[src/include/clint_params.svh]
// ~~~~~~~~~~~~~~~~~~~~~~~~~~~~~~~~~~~~~~~~~~~~~~~~~~~~~~~~~~~~~~~~~~~~~~~~~
// CLINT build constants: hart count, bus widths, address map, tick divider
// ~~~~~~~~~~~~~~~~~~~~~~~~~~~~~~~~~~~~~~~~~~~~~~~~~~~~~~~~~~~~~~~~~~~~~~~~~
`ifndef CLINT_PARAMS_SVH
`define CLINT_PARAMS_SVH

// Harts served, 1 to 16
`define CLINT_HART_COUNT      4
`define CLINT_HART_ID_WIDTH   2

// Register bus
`define CLINT_ADDR_WIDTH      16
`define CLINT_DATA_WIDTH      32

// Address map, byte addresses
`define CLINT_MSIP_BASE       16'h0000
`define CLINT_MTIMECMP_BASE   16'h4000
`define CLINT_MTIME_ADDR      16'hBFF8

// clk cycles per mtime increment
`define CLINT_TICK_DIV        4

`endif

[src/verilog/clint_pkg.sv]
// ~~~~~~~~~~~~~~~~~~~~~~~~~~~~~~~~~~~~~~~~~~~~~~~~~~~~~~~~~~~~~~~~~~~~~~~~~
// CLINT types: bus vectors, time value, hart vectors, arbiter owner enum
// ~~~~~~~~~~~~~~~~~~~~~~~~~~~~~~~~~~~~~~~~~~~~~~~~~~~~~~~~~~~~~~~~~~~~~~~~~
`default_nettype none

`include "clint_params.svh"

package clint_pkg;

    // Register bus fields
    typedef logic [`CLINT_ADDR_WIDTH-1:0]   bus_addr_t;
    typedef logic [`CLINT_DATA_WIDTH-1:0]   bus_data_t;
    typedef logic [`CLINT_DATA_WIDTH/8-1:0] bus_strb_t;

    // mtime and mtimecmp are always 64 bits wide
    typedef logic [63:0] mtime_t;

    // Hart index and one-bit-per-hart vector
    typedef logic [`CLINT_HART_ID_WIDTH-1:0] hart_id_t;
    typedef logic [`CLINT_HART_COUNT-1:0]    hart_vec_t;

    // Master that owns a request in flight
    typedef enum logic {
        OWNER_M0,
        OWNER_M1
    } arb_owner_e;

endpackage

`default_nettype wire

[src/verilog/clint_bus_arbiter.sv]
// ~~~~~~~~~~~~~~~~~~~~~~~~~~~~~~~~~~~~~~~~~~~~~~~~~~~~~~~~~~~~~~~~~~~~~~~~~
// Two-master round-robin arbiter with a registered request stage
// ~~~~~~~~~~~~~~~~~~~~~~~~~~~~~~~~~~~~~~~~~~~~~~~~~~~~~~~~~~~~~~~~~~~~~~~~~
`timescale 1ns/1ps
`default_nettype none

module clint_bus_arbiter (
    input  wire                       clk,
    input  wire                       rst_n,

    // Master 0
    input  wire                       m0_req_valid,
    output logic                      m0_req_ready,
    input  wire                       m0_req_write,
    input  wire clint_pkg::bus_addr_t m0_req_addr,
    input  wire clint_pkg::bus_data_t m0_req_wdata,
    input  wire clint_pkg::bus_strb_t m0_req_strb,
    output logic                      m0_rsp_valid,
    output clint_pkg::bus_data_t      m0_rsp_rdata,
    output logic                      m0_rsp_err,

    // Master 1
    input  wire                       m1_req_valid,
    output logic                      m1_req_ready,
    input  wire                       m1_req_write,
    input  wire clint_pkg::bus_addr_t m1_req_addr,
    input  wire clint_pkg::bus_data_t m1_req_wdata,
    input  wire clint_pkg::bus_strb_t m1_req_strb,
    output logic                      m1_rsp_valid,
    output clint_pkg::bus_data_t      m1_rsp_rdata,
    output logic                      m1_rsp_err,

    // Merged bus towards the register block
    output logic                      bus_valid,
    output logic                      bus_write,
    output clint_pkg::bus_addr_t      bus_addr,
    output clint_pkg::bus_data_t      bus_wdata,
    output clint_pkg::bus_strb_t      bus_strb,
    input  wire                       bus_rsp_valid,
    input  wire clint_pkg::bus_data_t bus_rsp_rdata,
    input  wire                       bus_rsp_err
);

    // Master that wins the next contended cycle
    clint_pkg::arb_owner_e prio;
    // Owner of the request in the bus stage, then of the response
    clint_pkg::arb_owner_e stage_owner;
    clint_pkg::arb_owner_e rsp_owner;

    logic contend;
    logic grant_m0;
    logic grant_m1;

    assign contend  = m0_req_valid && m1_req_valid;
    assign grant_m0 = m0_req_valid && (!m1_req_valid || prio == clint_pkg::OWNER_M0);
    assign grant_m1 = m1_req_valid && (!m0_req_valid || prio == clint_pkg::OWNER_M1);

    // No response back-pressure, so only the losing master is held off
    assign m0_req_ready = grant_m0;
    assign m1_req_ready = grant_m1;

    always_ff @(posedge clk) begin
        if (!rst_n) begin
            prio      <= clint_pkg::OWNER_M0;
            bus_valid <= 1'b0;
        end else begin
            bus_valid <= grant_m0 || grant_m1;
            // Only a contended grant moves the priority
            if (contend) begin
                prio <= grant_m0 ? clint_pkg::OWNER_M1 : clint_pkg::OWNER_M0;
            end
        end
    end

    // Request payload and owner tags
    always_ff @(posedge clk) begin
        if (grant_m0) begin
            bus_write   <= m0_req_write;
            bus_addr    <= m0_req_addr;
            bus_wdata   <= m0_req_wdata;
            bus_strb    <= m0_req_strb;
            stage_owner <= clint_pkg::OWNER_M0;
        end else if (grant_m1) begin
            bus_write   <= m1_req_write;
            bus_addr    <= m1_req_addr;
            bus_wdata   <= m1_req_wdata;
            bus_strb    <= m1_req_strb;
            stage_owner <= clint_pkg::OWNER_M1;
        end
        // Tag follows the request into the response cycle
        if (bus_valid) begin
            rsp_owner <= stage_owner;
        end
    end

    // Steer the response to its owner
    assign m0_rsp_valid = bus_rsp_valid && (rsp_owner == clint_pkg::OWNER_M0);
    assign m1_rsp_valid = bus_rsp_valid && (rsp_owner == clint_pkg::OWNER_M1);
    assign m0_rsp_rdata = bus_rsp_rdata;
    assign m1_rsp_rdata = bus_rsp_rdata;
    assign m0_rsp_err   = bus_rsp_err && (rsp_owner == clint_pkg::OWNER_M0);
    assign m1_rsp_err   = bus_rsp_err && (rsp_owner == clint_pkg::OWNER_M1);

endmodule

`default_nettype wire

[src/verilog/clint_tick_prescaler.sv]
// ~~~~~~~~~~~~~~~~~~~~~~~~~~~~~~~~~~~~~~~~~~~~~~~~~~~~~~~~~~~~~~~~~~~~~~~~~
// Clock prescaler producing the one-cycle mtime tick
// ~~~~~~~~~~~~~~~~~~~~~~~~~~~~~~~~~~~~~~~~~~~~~~~~~~~~~~~~~~~~~~~~~~~~~~~~~
`timescale 1ns/1ps
`default_nettype none

`include "clint_params.svh"

module clint_tick_prescaler (
    input  wire  clk,
    input  wire  rst_n,
    output logic mtime_tick
);

    localparam int TICK_DIV = `CLINT_TICK_DIV;
    // Counter needs at least one bit even for a divider of 1
    localparam int CNT_WIDTH = (TICK_DIV > 1) ? $clog2(TICK_DIV) : 1;
    localparam logic [CNT_WIDTH-1:0] CNT_LAST = CNT_WIDTH'(TICK_DIV - 1);

    logic [CNT_WIDTH-1:0] div_cnt;

    // Tick is registered on the wrap, so the first one lands
    // TICK_DIV cycles after reset
    always_ff @(posedge clk) begin
        if (!rst_n) begin
            div_cnt    <= '0;
            mtime_tick <= 1'b0;
        end else if (div_cnt == CNT_LAST) begin
            div_cnt    <= '0;
            mtime_tick <= 1'b1;
        end else begin
            div_cnt    <= div_cnt + 1'b1;
            mtime_tick <= 1'b0;
        end
    end

endmodule

`default_nettype wire

[src/verilog/clint_regs.sv]
// ~~~~~~~~~~~~~~~~~~~~~~~~~~~~~~~~~~~~~~~~~~~~~~~~~~~~~~~~~~~~~~~~~~~~~~~~~
// CLINT register block: decode, msip, mtimecmp, mtime and interrupt lines
// ~~~~~~~~~~~~~~~~~~~~~~~~~~~~~~~~~~~~~~~~~~~~~~~~~~~~~~~~~~~~~~~~~~~~~~~~~
`timescale 1ns/1ps
`default_nettype none

`include "clint_params.svh"

module clint_regs (
    input  wire                       clk,
    input  wire                       rst_n,

    input  wire                       bus_valid,
    input  wire                       bus_write,
    input  wire clint_pkg::bus_addr_t bus_addr,
    input  wire clint_pkg::bus_data_t bus_wdata,
    input  wire clint_pkg::bus_strb_t bus_strb,
    output logic                      bus_rsp_valid,
    output clint_pkg::bus_data_t      bus_rsp_rdata,
    output logic                      bus_rsp_err,

    input  wire                       mtime_tick,
    output clint_pkg::hart_vec_t      hart_swi,
    output clint_pkg::hart_vec_t      hart_timeri
);

    localparam int AW = `CLINT_ADDR_WIDTH;
    localparam clint_pkg::bus_addr_t MSIP_BASE     = `CLINT_MSIP_BASE;
    localparam clint_pkg::bus_addr_t MTIMECMP_BASE = `CLINT_MTIMECMP_BASE;
    localparam clint_pkg::bus_addr_t MTIME_ADDR    = `CLINT_MTIME_ADDR;

    clint_pkg::mtime_t mtime;
    clint_pkg::mtime_t mtimecmp [`CLINT_HART_COUNT];

    // Decode results
    logic                msip_sel;
    logic                cmp_sel;
    logic                mtime_sel;
    logic                high_sel;
    logic                acc_err;
    clint_pkg::hart_id_t hart_sel;
    clint_pkg::bus_data_t rd_word;

    // Each region is one 4 KiB page; only aligned words decode
    always_comb begin
        msip_sel  = 1'b0;
        cmp_sel   = 1'b0;
        mtime_sel = 1'b0;
        hart_sel  = '0;
        high_sel  = bus_addr[2];
        if (bus_addr[1:0] == 2'b00) begin
            if (bus_addr[AW-1:12] == MSIP_BASE[AW-1:12]) begin
                // one word per hart
                hart_sel = clint_pkg::hart_id_t'(bus_addr[11:2]);
                msip_sel = (bus_addr[11:2] < 10'(`CLINT_HART_COUNT));
            end else if (bus_addr[AW-1:12] == MTIMECMP_BASE[AW-1:12]) begin
                // one doubleword per hart
                hart_sel = clint_pkg::hart_id_t'(bus_addr[11:3]);
                cmp_sel  = (bus_addr[11:3] < 9'(`CLINT_HART_COUNT));
            end else if (bus_addr[AW-1:3] == MTIME_ADDR[AW-1:3]) begin
                mtime_sel = 1'b1;
            end
        end
        // mtime is read-only from the bus
        acc_err = !(msip_sel || cmp_sel || mtime_sel) || (mtime_sel && bus_write);
    end

    // Read word for the decoded register
    always_comb begin
        rd_word = '0;
        if (msip_sel) begin
            rd_word[0] = hart_swi[hart_sel];
        end else if (cmp_sel) begin
            rd_word = high_sel ? mtimecmp[hart_sel][63:32] : mtimecmp[hart_sel][31:0];
        end else if (mtime_sel) begin
            rd_word = high_sel ? mtime[63:32] : mtime[31:0];
        end
    end

    // Timer state, software interrupt bits and response valid
    always_ff @(posedge clk) begin
        if (!rst_n) begin
            mtime         <= '0;
            hart_swi      <= '0;
            hart_timeri   <= '0;
            bus_rsp_valid <= 1'b0;
            for (int h = 0; h < `CLINT_HART_COUNT; h++) begin
                mtimecmp[h] <= '1;
            end
        end else begin
            mtime         <= mtime + 64'(mtime_tick);
            bus_rsp_valid <= bus_valid;

            // Compare against the current mtime, so the line trails by a cycle
            for (int h = 0; h < `CLINT_HART_COUNT; h++) begin
                hart_timeri[h] <= (mtime >= mtimecmp[h]);
            end

            if (bus_valid && bus_write && !acc_err) begin
                if (msip_sel && bus_strb[0]) begin
                    hart_swi[hart_sel] <= bus_wdata[0];
                end
                if (cmp_sel) begin
                    // byte merge into the selected half
                    for (int b = 0; b < `CLINT_DATA_WIDTH / 8; b++) begin
                        if (bus_strb[b]) begin
                            mtimecmp[hart_sel][(high_sel ? 32 : 0) + 8*b +: 8]
                                <= bus_wdata[8*b +: 8];
                        end
                    end
                end
            end
        end
    end

    // Response payload, error accesses return zero
    always_ff @(posedge clk) begin
        if (bus_valid) begin
            bus_rsp_err   <= acc_err;
            bus_rsp_rdata <= acc_err ? '0 : rd_word;
        end
    end

endmodule

`default_nettype wire

[src/verilog/clint_top.sv]
// ~~~~~~~~~~~~~~~~~~~~~~~~~~~~~~~~~~~~~~~~~~~~~~~~~~~~~~~~~~~~~~~~~~~~~~~~~
// CLINT top: bus arbiter, tick prescaler and register block
// ~~~~~~~~~~~~~~~~~~~~~~~~~~~~~~~~~~~~~~~~~~~~~~~~~~~~~~~~~~~~~~~~~~~~~~~~~
`timescale 1ns/1ps
`default_nettype none

module clint_top (
    input  wire                       clk,
    input  wire                       rst_n,

    // Hart 0 side load/store port
    input  wire                       m0_req_valid,
    output logic                      m0_req_ready,
    input  wire                       m0_req_write,
    input  wire clint_pkg::bus_addr_t m0_req_addr,
    input  wire clint_pkg::bus_data_t m0_req_wdata,
    input  wire clint_pkg::bus_strb_t m0_req_strb,
    output logic                      m0_rsp_valid,
    output clint_pkg::bus_data_t      m0_rsp_rdata,
    output logic                      m0_rsp_err,

    // Hart 1 side load/store port
    input  wire                       m1_req_valid,
    output logic                      m1_req_ready,
    input  wire                       m1_req_write,
    input  wire clint_pkg::bus_addr_t m1_req_addr,
    input  wire clint_pkg::bus_data_t m1_req_wdata,
    input  wire clint_pkg::bus_strb_t m1_req_strb,
    output logic                      m1_rsp_valid,
    output clint_pkg::bus_data_t      m1_rsp_rdata,
    output logic                      m1_rsp_err,

    output clint_pkg::hart_vec_t      hart_swi,
    output clint_pkg::hart_vec_t      hart_timeri
);

    // Internal register bus
    logic                 bus_valid;
    logic                 bus_write;
    clint_pkg::bus_addr_t bus_addr;
    clint_pkg::bus_data_t bus_wdata;
    clint_pkg::bus_strb_t bus_strb;
    logic                 bus_rsp_valid;
    clint_pkg::bus_data_t bus_rsp_rdata;
    logic                 bus_rsp_err;
    logic                 mtime_tick;

    clint_bus_arbiter u_arbiter (
        .clk           (clk),
        .rst_n         (rst_n),
        .m0_req_valid  (m0_req_valid),
        .m0_req_ready  (m0_req_ready),
        .m0_req_write  (m0_req_write),
        .m0_req_addr   (m0_req_addr),
        .m0_req_wdata  (m0_req_wdata),
        .m0_req_strb   (m0_req_strb),
        .m0_rsp_valid  (m0_rsp_valid),
        .m0_rsp_rdata  (m0_rsp_rdata),
        .m0_rsp_err    (m0_rsp_err),
        .m1_req_valid  (m1_req_valid),
        .m1_req_ready  (m1_req_ready),
        .m1_req_write  (m1_req_write),
        .m1_req_addr   (m1_req_addr),
        .m1_req_wdata  (m1_req_wdata),
        .m1_req_strb   (m1_req_strb),
        .m1_rsp_valid  (m1_rsp_valid),
        .m1_rsp_rdata  (m1_rsp_rdata),
        .m1_rsp_err    (m1_rsp_err),
        .bus_valid     (bus_valid),
        .bus_write     (bus_write),
        .bus_addr      (bus_addr),
        .bus_wdata     (bus_wdata),
        .bus_strb      (bus_strb),
        .bus_rsp_valid (bus_rsp_valid),
        .bus_rsp_rdata (bus_rsp_rdata),
        .bus_rsp_err   (bus_rsp_err)
    );

    clint_tick_prescaler u_prescaler (
        .clk        (clk),
        .rst_n      (rst_n),
        .mtime_tick (mtime_tick)
    );

    clint_regs u_regs (
        .clk           (clk),
        .rst_n         (rst_n),
        .bus_valid     (bus_valid),
        .bus_write     (bus_write),
        .bus_addr      (bus_addr),
        .bus_wdata     (bus_wdata),
        .bus_strb      (bus_strb),
        .bus_rsp_valid (bus_rsp_valid),
        .bus_rsp_rdata (bus_rsp_rdata),
        .bus_rsp_err   (bus_rsp_err),
        .mtime_tick    (mtime_tick),
        .hart_swi      (hart_swi),
        .hart_timeri   (hart_timeri)
    );

endmodule

`default_nettype wire

[config.mk]
export PLATFORM = sky130hd
export DESIGN_NAME = clint_top
export DESIGN_NICKNAME = d
export VERILOG_FILES = /design/src/verilog/clint_pkg.sv /design/src/verilog/clint_bus_arbiter.sv /design/src/verilog/clint_tick_prescaler.sv /design/src/verilog/clint_regs.sv /design/src/verilog/clint_top.sv
export VERILOG_INCLUDE_DIRS = /design/src /design/src/include
export SDC_FILE = /design/constraint.sdc
export NUM_CORES = 1
export LEC_CHECK = 0
export BUFFER_PORTS_ARGS = -buffer_cell sky130_fd_sc_hd__buf_4
export CAP_MARGIN = 20
export CORE_AREA = 2 2 150 299
export DETAILED_ROUTE_END_ITERATION = 12
export DIE_AREA = 0 0 152 301
export PLACE_DENSITY = 0.79
export SLEW_MARGIN = 20
export SYNTH_ARGS = -nofsm -noshare
export SYNTH_HDL_FRONTEND = slang
export SYNTH_HIERARCHICAL = 1
export SYNTH_SLANG_ARGS = --single-unit
[constraint.sdc]
create_clock -name clk -period 3.2 [get_ports clk]
set_input_delay 0.32 -clock clk [delete_from_list [all_inputs] [get_ports clk]]
set_output_delay 0.32 -clock clk [all_outputs]
set_load 0.02 [all_outputs]
# Word level (Yosys, flattened, before mapping)
# Memory sizes are Yosys's and may differ from the RTL's.
# Cells that the tools add are included.
dict set report classes {
  n_addsub 9
  n_mul 0
  n_div 0
  n_lt_le_gt_ge 8
  n_eq_ne 3
  shifts 8
  n_mux 249
  n_bitwise 195
  reduce_logical 29
}
# op count
set op_table {}
lappend op_table {{64-bit two-way mux} 6}
lappend op_table {{64-bit greater-or-equal comparator} 4}
lappend op_table {{8-bit by 33-bit variable shift with 64-bit output (first input constant)} 4}
lappend op_table {{8-bit by 33-bit variable part select with 64-bit output} 4}
lappend op_table {{1-bit two-way mux} 225}
lappend op_table {{32-bit two-way mux} 6}
lappend op_table {{1-bit bitwise OR} 192}
lappend op_table {{32-bit negation with 33-bit output} 4}
lappend op_table {{32-bit by 6-bit adder with 32-bit output (second input constant)} 2}
lappend op_table {{64-bit by 1-bit adder with 64-bit output} 1}
lappend op_table {{64-bit OR reduction} 1}
lappend op_table {{32-bit by 5-bit adder with 32-bit output (second input constant)} 1}
lappend op_table {{16-bit two-way mux} 2}
lappend op_table {{13-bit equality test (second input constant)} 1}
lappend op_table {{1-bit logical AND} 12}
lappend op_table {{10-bit by 3-bit < comparator with 1-bit output (second input constant)} 1}
lappend op_table {{9-bit by 3-bit < comparator with 1-bit output (second input constant)} 1}
lappend op_table {{2-bit two-way mux} 4}
lappend op_table {{4-bit two-way mux} 2}
lappend op_table {{1-bit logical OR} 6}
lappend op_table {{6-bit two-way mux} 1}
lappend op_table {{4-bit bitwise mux} 1}
lappend op_table {{4-bit by 3-bit equality test with 1-bit output (second input constant)} 1}
lappend op_table {{1-bit logical NOT} 4}
lappend op_table {{other kinds (12)} 15}
dict set report totals {
  ff_bits 166
  latchBits 0
  mem_bits_rw 256
  romBits 0
  inputBits 110
  output_inout_bits 78
  word_cells 519
  mem_count 1
}
# name depth word_bits rd rd_ports_with_merged_regs write_ports line_no
set memory_table {}
lappend memory_table {u_regs.mtimecmp 4 64 5 0 4 clint_regs.sv:33} ;# clint_pkg::mtime_t mtimecmp [`CLINT_HART_COUNT];

# Longest topological paths before layout
dict set report logic_depth {
  ltp_word 18
  depth_mapped 11
  mapped_depth_nobuf 9
}

# By module
# Netlist, hierarchy kept.
# module n_inst cells_each area_each_um2
set modules_own_cells {}
lappend modules_own_cells {clint_regs 1 2325 22678.0}
lappend modules_own_cells {clint_bus_arbiter 1 194 3143.0}
lappend modules_own_cells {clint_tick_prescaler 1 7 101.3}

# Least setup slack after synthesis
# Ideal clock, no wire load.
dict set report synth_path {
  path_type {register to register}
  from {register u_arbiter.bus_addr[1]}
  to {memory u_regs/mtimecmp[2][0] (netlist bit) (enable)}
  arrival_ns 2.588
  t_required_ns 2.816
  slack_ns 0.228
  stages_incl_launch_ff 8
  cell_sequence {edfxtp_1 or4_4 nor4_4 and2_1 and4_4 nand3_2 clkbuf_1 o21ai_0}
}
# element line_no
set synth_lines {}
lappend synth_lines {{from (decl)} clint_bus_arbiter.sv:36} ;# output clint_pkg::bus_addr_t bus_addr,
lappend synth_lines {{from (signal assigned)} clint_bus_arbiter.sv:79} ;# bus_addr <= m0_req_addr;
lappend synth_lines {{from (signal assigned)} clint_bus_arbiter.sv:85} ;# bus_addr <= m1_req_addr;
lappend synth_lines {{to (decl)} clint_regs.sv:33}

==> run_results.csv <==
group,metric,value,unit
worst_setup_path,cp-end-kind,"flip-flop",
global_routing,grt_use_total,40.17,%
detailed_routing,drt-initial-drc-count,2267,
worst_setup_path,startpoint,"u_arbiter/bus_addr[1]$_DFFE_PP_",
sta,finalHoldViolCount,0,
worst_setup_path,critPathArrivalTime,3290,ps
clock_network,clk_pin_slew,70,ps
detailed_routing,drc,0,
detailed_routing,routed_wirelength,92880,um
global_routing,grt_antenna_before_repair,1,
synthesis,synth_edf_count,343,
detailed_routing,via_per_inst,6.502,
sta,tns,0,ps
worst_setup_path,rrSetupSlack,170,ps
final_layout,area_delta_synth_final,14.39,%
worst_setup_path,cp_data_required_time,3460,ps
power,ir_drop,0.0005577,V
synthesis,ys_seq_area_share,45.83,%
clock_network,postCtsSetupBuffers,0,
synthesis,synth_area_per_cell,10.26,um2
sta,setup_viol,0,
synthesis,synthFlopType,"edfxtp_1",
global_routing,met2_usage,68.84,%
clock_network,cts.sinks,422,
sta,fin_worst_skew,15.62,ps
synthesis,netlist.area_leader.share,39.73,%
placement,dpl.hpwl,70730,um
worst_setup_path,r2r_end,"u_regs/mtimecmp[3][59]$_DFFE_PP_",
detailed_routing,wire_per_inst,28.02,um
final_layout,fill_cells,3346,
synthesis,netlist_top_cells_area,"edfxtp_1 (40%), ha_1 (13%), dfxtp_1 (6.1%), inv_1 (4.0%), nand2_1 (3.9%)",
floorplanning,dieArea,45750,um2
sta,min_period,3032,ps
global_routing,grt_pass1_wl,134900,um
synthesis,ys_warn_count,6,
global_routing,busiest_layer,"met2",
synthesis,yosysTopAreaCell,"edfxtp_1",
sta,hold-worst-slack,34.94,ps
worst_setup_path,ff2ff_path_depth,10,
clock_network,clock_path_buffers,3,
clock_network,clock_latency,560,ps
power,internal_power,9.240,mW
placement,numPortBuffers,187,
worst_setup_path,critPathKind,"flip-flop to flip-flop",
placement,placed_cell_area,28280,um2
synthesis,netlist_instances,2526,
sta,worstMarginPinSlew,962.8,ps
power,p_per_area,411.3,nW/um2
flow_run,maxCapViolations,0,
final_layout,layout_commonest_cell,"edfxtp_1",
sta,fmax,329.8,MHz
detailed_routing,drtAntennaViolNets,0,
synthesis,synthArstFlopShare,0,%
power,finalPower,12.20,mW
power,p_seq_share,51.1,%
final_layout,layout_common_cells,"edfxtp_1 (343), buf_4 (339), inv_1 (276), nand2_1 (268), ha_1 (259)",
power,swShare,24.25,%
power,clock_power_share,40.7,%
final_layout,final_cell_area,29650,um2
global_routing,grt_pass1_vias,21850,
global_routing,grt_start_max_net_pins,70,
final_layout,final_core_util,68.36,%
floorplanning,die_w,152,um
floorplanning,fp.coreArea,43380,um2
global_routing,grt-ovfl-total,0,
power,power.switching,2.957,mW
clock_network,numCtsBuffers,39,
run_status,outcome,"completed",
worst_hold_path,hp-class,"input pin to flip-flop",
worst_setup_path,timing.rr.start,"u_arbiter/bus_addr[1]$_DFFE_PP_",
clock_network,h-tree-depth,2,
final_layout,final_nets,3104,
sta,fin_crit_sh,94.75,%
worst_setup_path,crit_path_max_fanout,12,
clock_network,cts_root_buf,"clkbuf_16",
sta,rsz0062_at_grt,"no",
detailed_routing,first_pass_iters,6,
worst_setup_path,cp-start-kind,"flip-flop",
global_routing,met3_usage,6.448,%
floorplanning,io_pins,188,
synthesis,synth_area,25920,um2
floorplanning,initial_core_util,59.76,%
final_layout,num_antenna_cells,0,
synthesis,synth_seq_cells,422,
synthesis,synth_cell_types,74,
floorplanning,rows,108,
power,power_leakage,13.55,nW
clock_network,cts_tree,"yes",
power,power.share.combinational,8.2,%
detailed_routing,vias,21560,
worst_setup_path,crit_path_end,"u_regs/mtimecmp[3][59]$_DFFE_PP_",
global_routing,use_met1,38.86,%
final_layout,drive_above_1_share,17.90,%
synthesis,synth_nets,2895,
sta,max_slew_margin,35.13,%
placement,place.gp.congestion,1.045,
floorplanning,die_h,301,um
sta,drv_slew,0,
-- what timing repair did --
item | in CTS | in global routing
endpoints found under the setup margin | 0 | 1
hold buffers | 0 | 0
gates resized for setup | 0 | 1
-- power groups by stage --
stage | sequential (mW) | combinational (mW) | clock, mW
after CTS | 6.22 | 0.981 | 4.98
after floorplan | 6.23 | 0.614 | 0
after global placement | 6.34 | 0.956 | 0
final | 6.23 | 1.00 | 4.96
after global routing | 6.23 | 1.05 | 5.17
after detailed placement | 6.34 | 0.977 | 0
-- critical path: stages (launching register included) --
cell	delay, ps
edfxtp_1	400
or4_4	590
nor4_4	300
and2_1	180
buf_4	290
nand4_2	150
buf_4	240
nor2_2	150
inv_1	60
a21oi_1	150
buf_4	210
-- routing by layer --
| layer | vias to the layer above | part of all wire (%) |
|---|---|---|
| li1 | 9546 | - |
| met5 | - | 0.013 |
| met4 | 2 | 14 |
| met1 | 10150 | 30 |
| met3 | 522 | 7.9 |
| met2 | 1337 | 48 |
-- worst min path at each step --
stage	depth (start not counted)	to	slack, ps	from
2_1_floorplan	0	u_arbiter/rsp_owner$_DFFE_PP_	410	u_arbiter/stage_owner$_SDFFE_PP0P_
3_3_place_gp	1	u_prescaler/div_cnt[0]$_SDFF_PP0_	430	u_prescaler/div_cnt[0]$_SDFF_PP0_
3_5_place_dp	1	u_prescaler/div_cnt[0]$_SDFF_PP0_	430	u_prescaler/div_cnt[0]$_SDFF_PP0_
4_1_cts	3	u_arbiter/stage_owner$_SDFFE_PP0P_	30	m1_req_valid
5_1_grt	2	u_arbiter/bus_wdata[31]$_DFFE_PP_	60	m0_req_wdata[31]
6_report	3	u_arbiter/stage_owner$_SDFFE_PP0P_	30	m1_req_valid
-- flip-flops by register name, indices dropped and copies added (netlist names) --
signal	cells
u_regs/mtimecmp	256
u_regs/mtime	64
u_arbiter/bus_wdata	32
u_regs/bus_rsp_rdata	32
u_arbiter/bus_addr	16
u_arbiter/bus_strb	4
u_regs/hart_swi	4
u_regs/hart_timeri	4
u_prescaler/div_cnt	2
u_arbiter/bus_valid	1
u_arbiter/bus_write	1
u_arbiter/prio	1
u_arbiter/rsp_owner	1
u_arbiter/stage_owner	1
u_prescaler/mtime_tick	1
u_regs/bus_rsp_err	1
u_regs/bus_rsp_valid	1
-- Yosys cell counts, drive strengths merged, types with 3 or more instances --
master / number
nand2b: 11
a211oi: 9
inv: 277
and4: 23
o22ai: 3
o31ai: 3
nand2: 268
o21a: 5
o211ai: 18
or3: 155
xnor2: 27
mux2i: 33
a221o: 34
ha: 259
nor2b: 9
a21oi: 104
nor4: 16
nor3: 28
and3: 8
o21bai: 3
clkbuf: 89
o2111ai: 3
o21ai: 82
and2: 16
a22oi: 34
dfxtp: 79
nand3: 45
mux2: 54
or4: 4
nor2: 156
nand4: 55
xor2: 27
o311ai: 3
a21o: 30
a31oi: 12
a221oi: 58
buf: 89
a21boi: 4
nor3b: 3
o32a: 21
edfxtp: 343
a2111oi: 8
-- logic make-up (layout without fill, tap and decap cells) --
logic type | count (synthesis) | after routing | synth area share, %
AOI/OAI and AO/OA | 444 | 444 | 11.97
adders and majority gates | 259 | 259 | 12.50
xor gates and xnor gates | 54 | 54 | 1.825
and+or+nand+nor | 804 | 804 | 15.55
DFF | 422 | 422 | 45.83
buffers and inverters | 456 | 695 | 8.008
muxes | 87 | 87 | 4.315
-- stage by stage --
stage	std cells	worst slack, ps
3_5_place_dp	3243	209.1
5_1_grt	3315	34.62
2_1_floorplan	2526	227.9
3_3_place_gp	3243	234.7
6_report	3315	168.1
4_1_cts	3314	218.8
-- cell type report --
type | count | area, um2 | share of cell area (%)
repair buffers | 346 | 2680 | 9.038
clock inverters | 28 | 304.0 | 1.025
multi-input cells | 1648 | 12010 | 40.50
inverters | 278 | 1044 | 3.519
clock buffers | 43 | 1044 | 3.519
well taps | 550 | 688.2 | 2.321
flip-flops and latches | 422 | 11880 | 40.07
No activity file was read; power rests on OpenSTA's default activity.
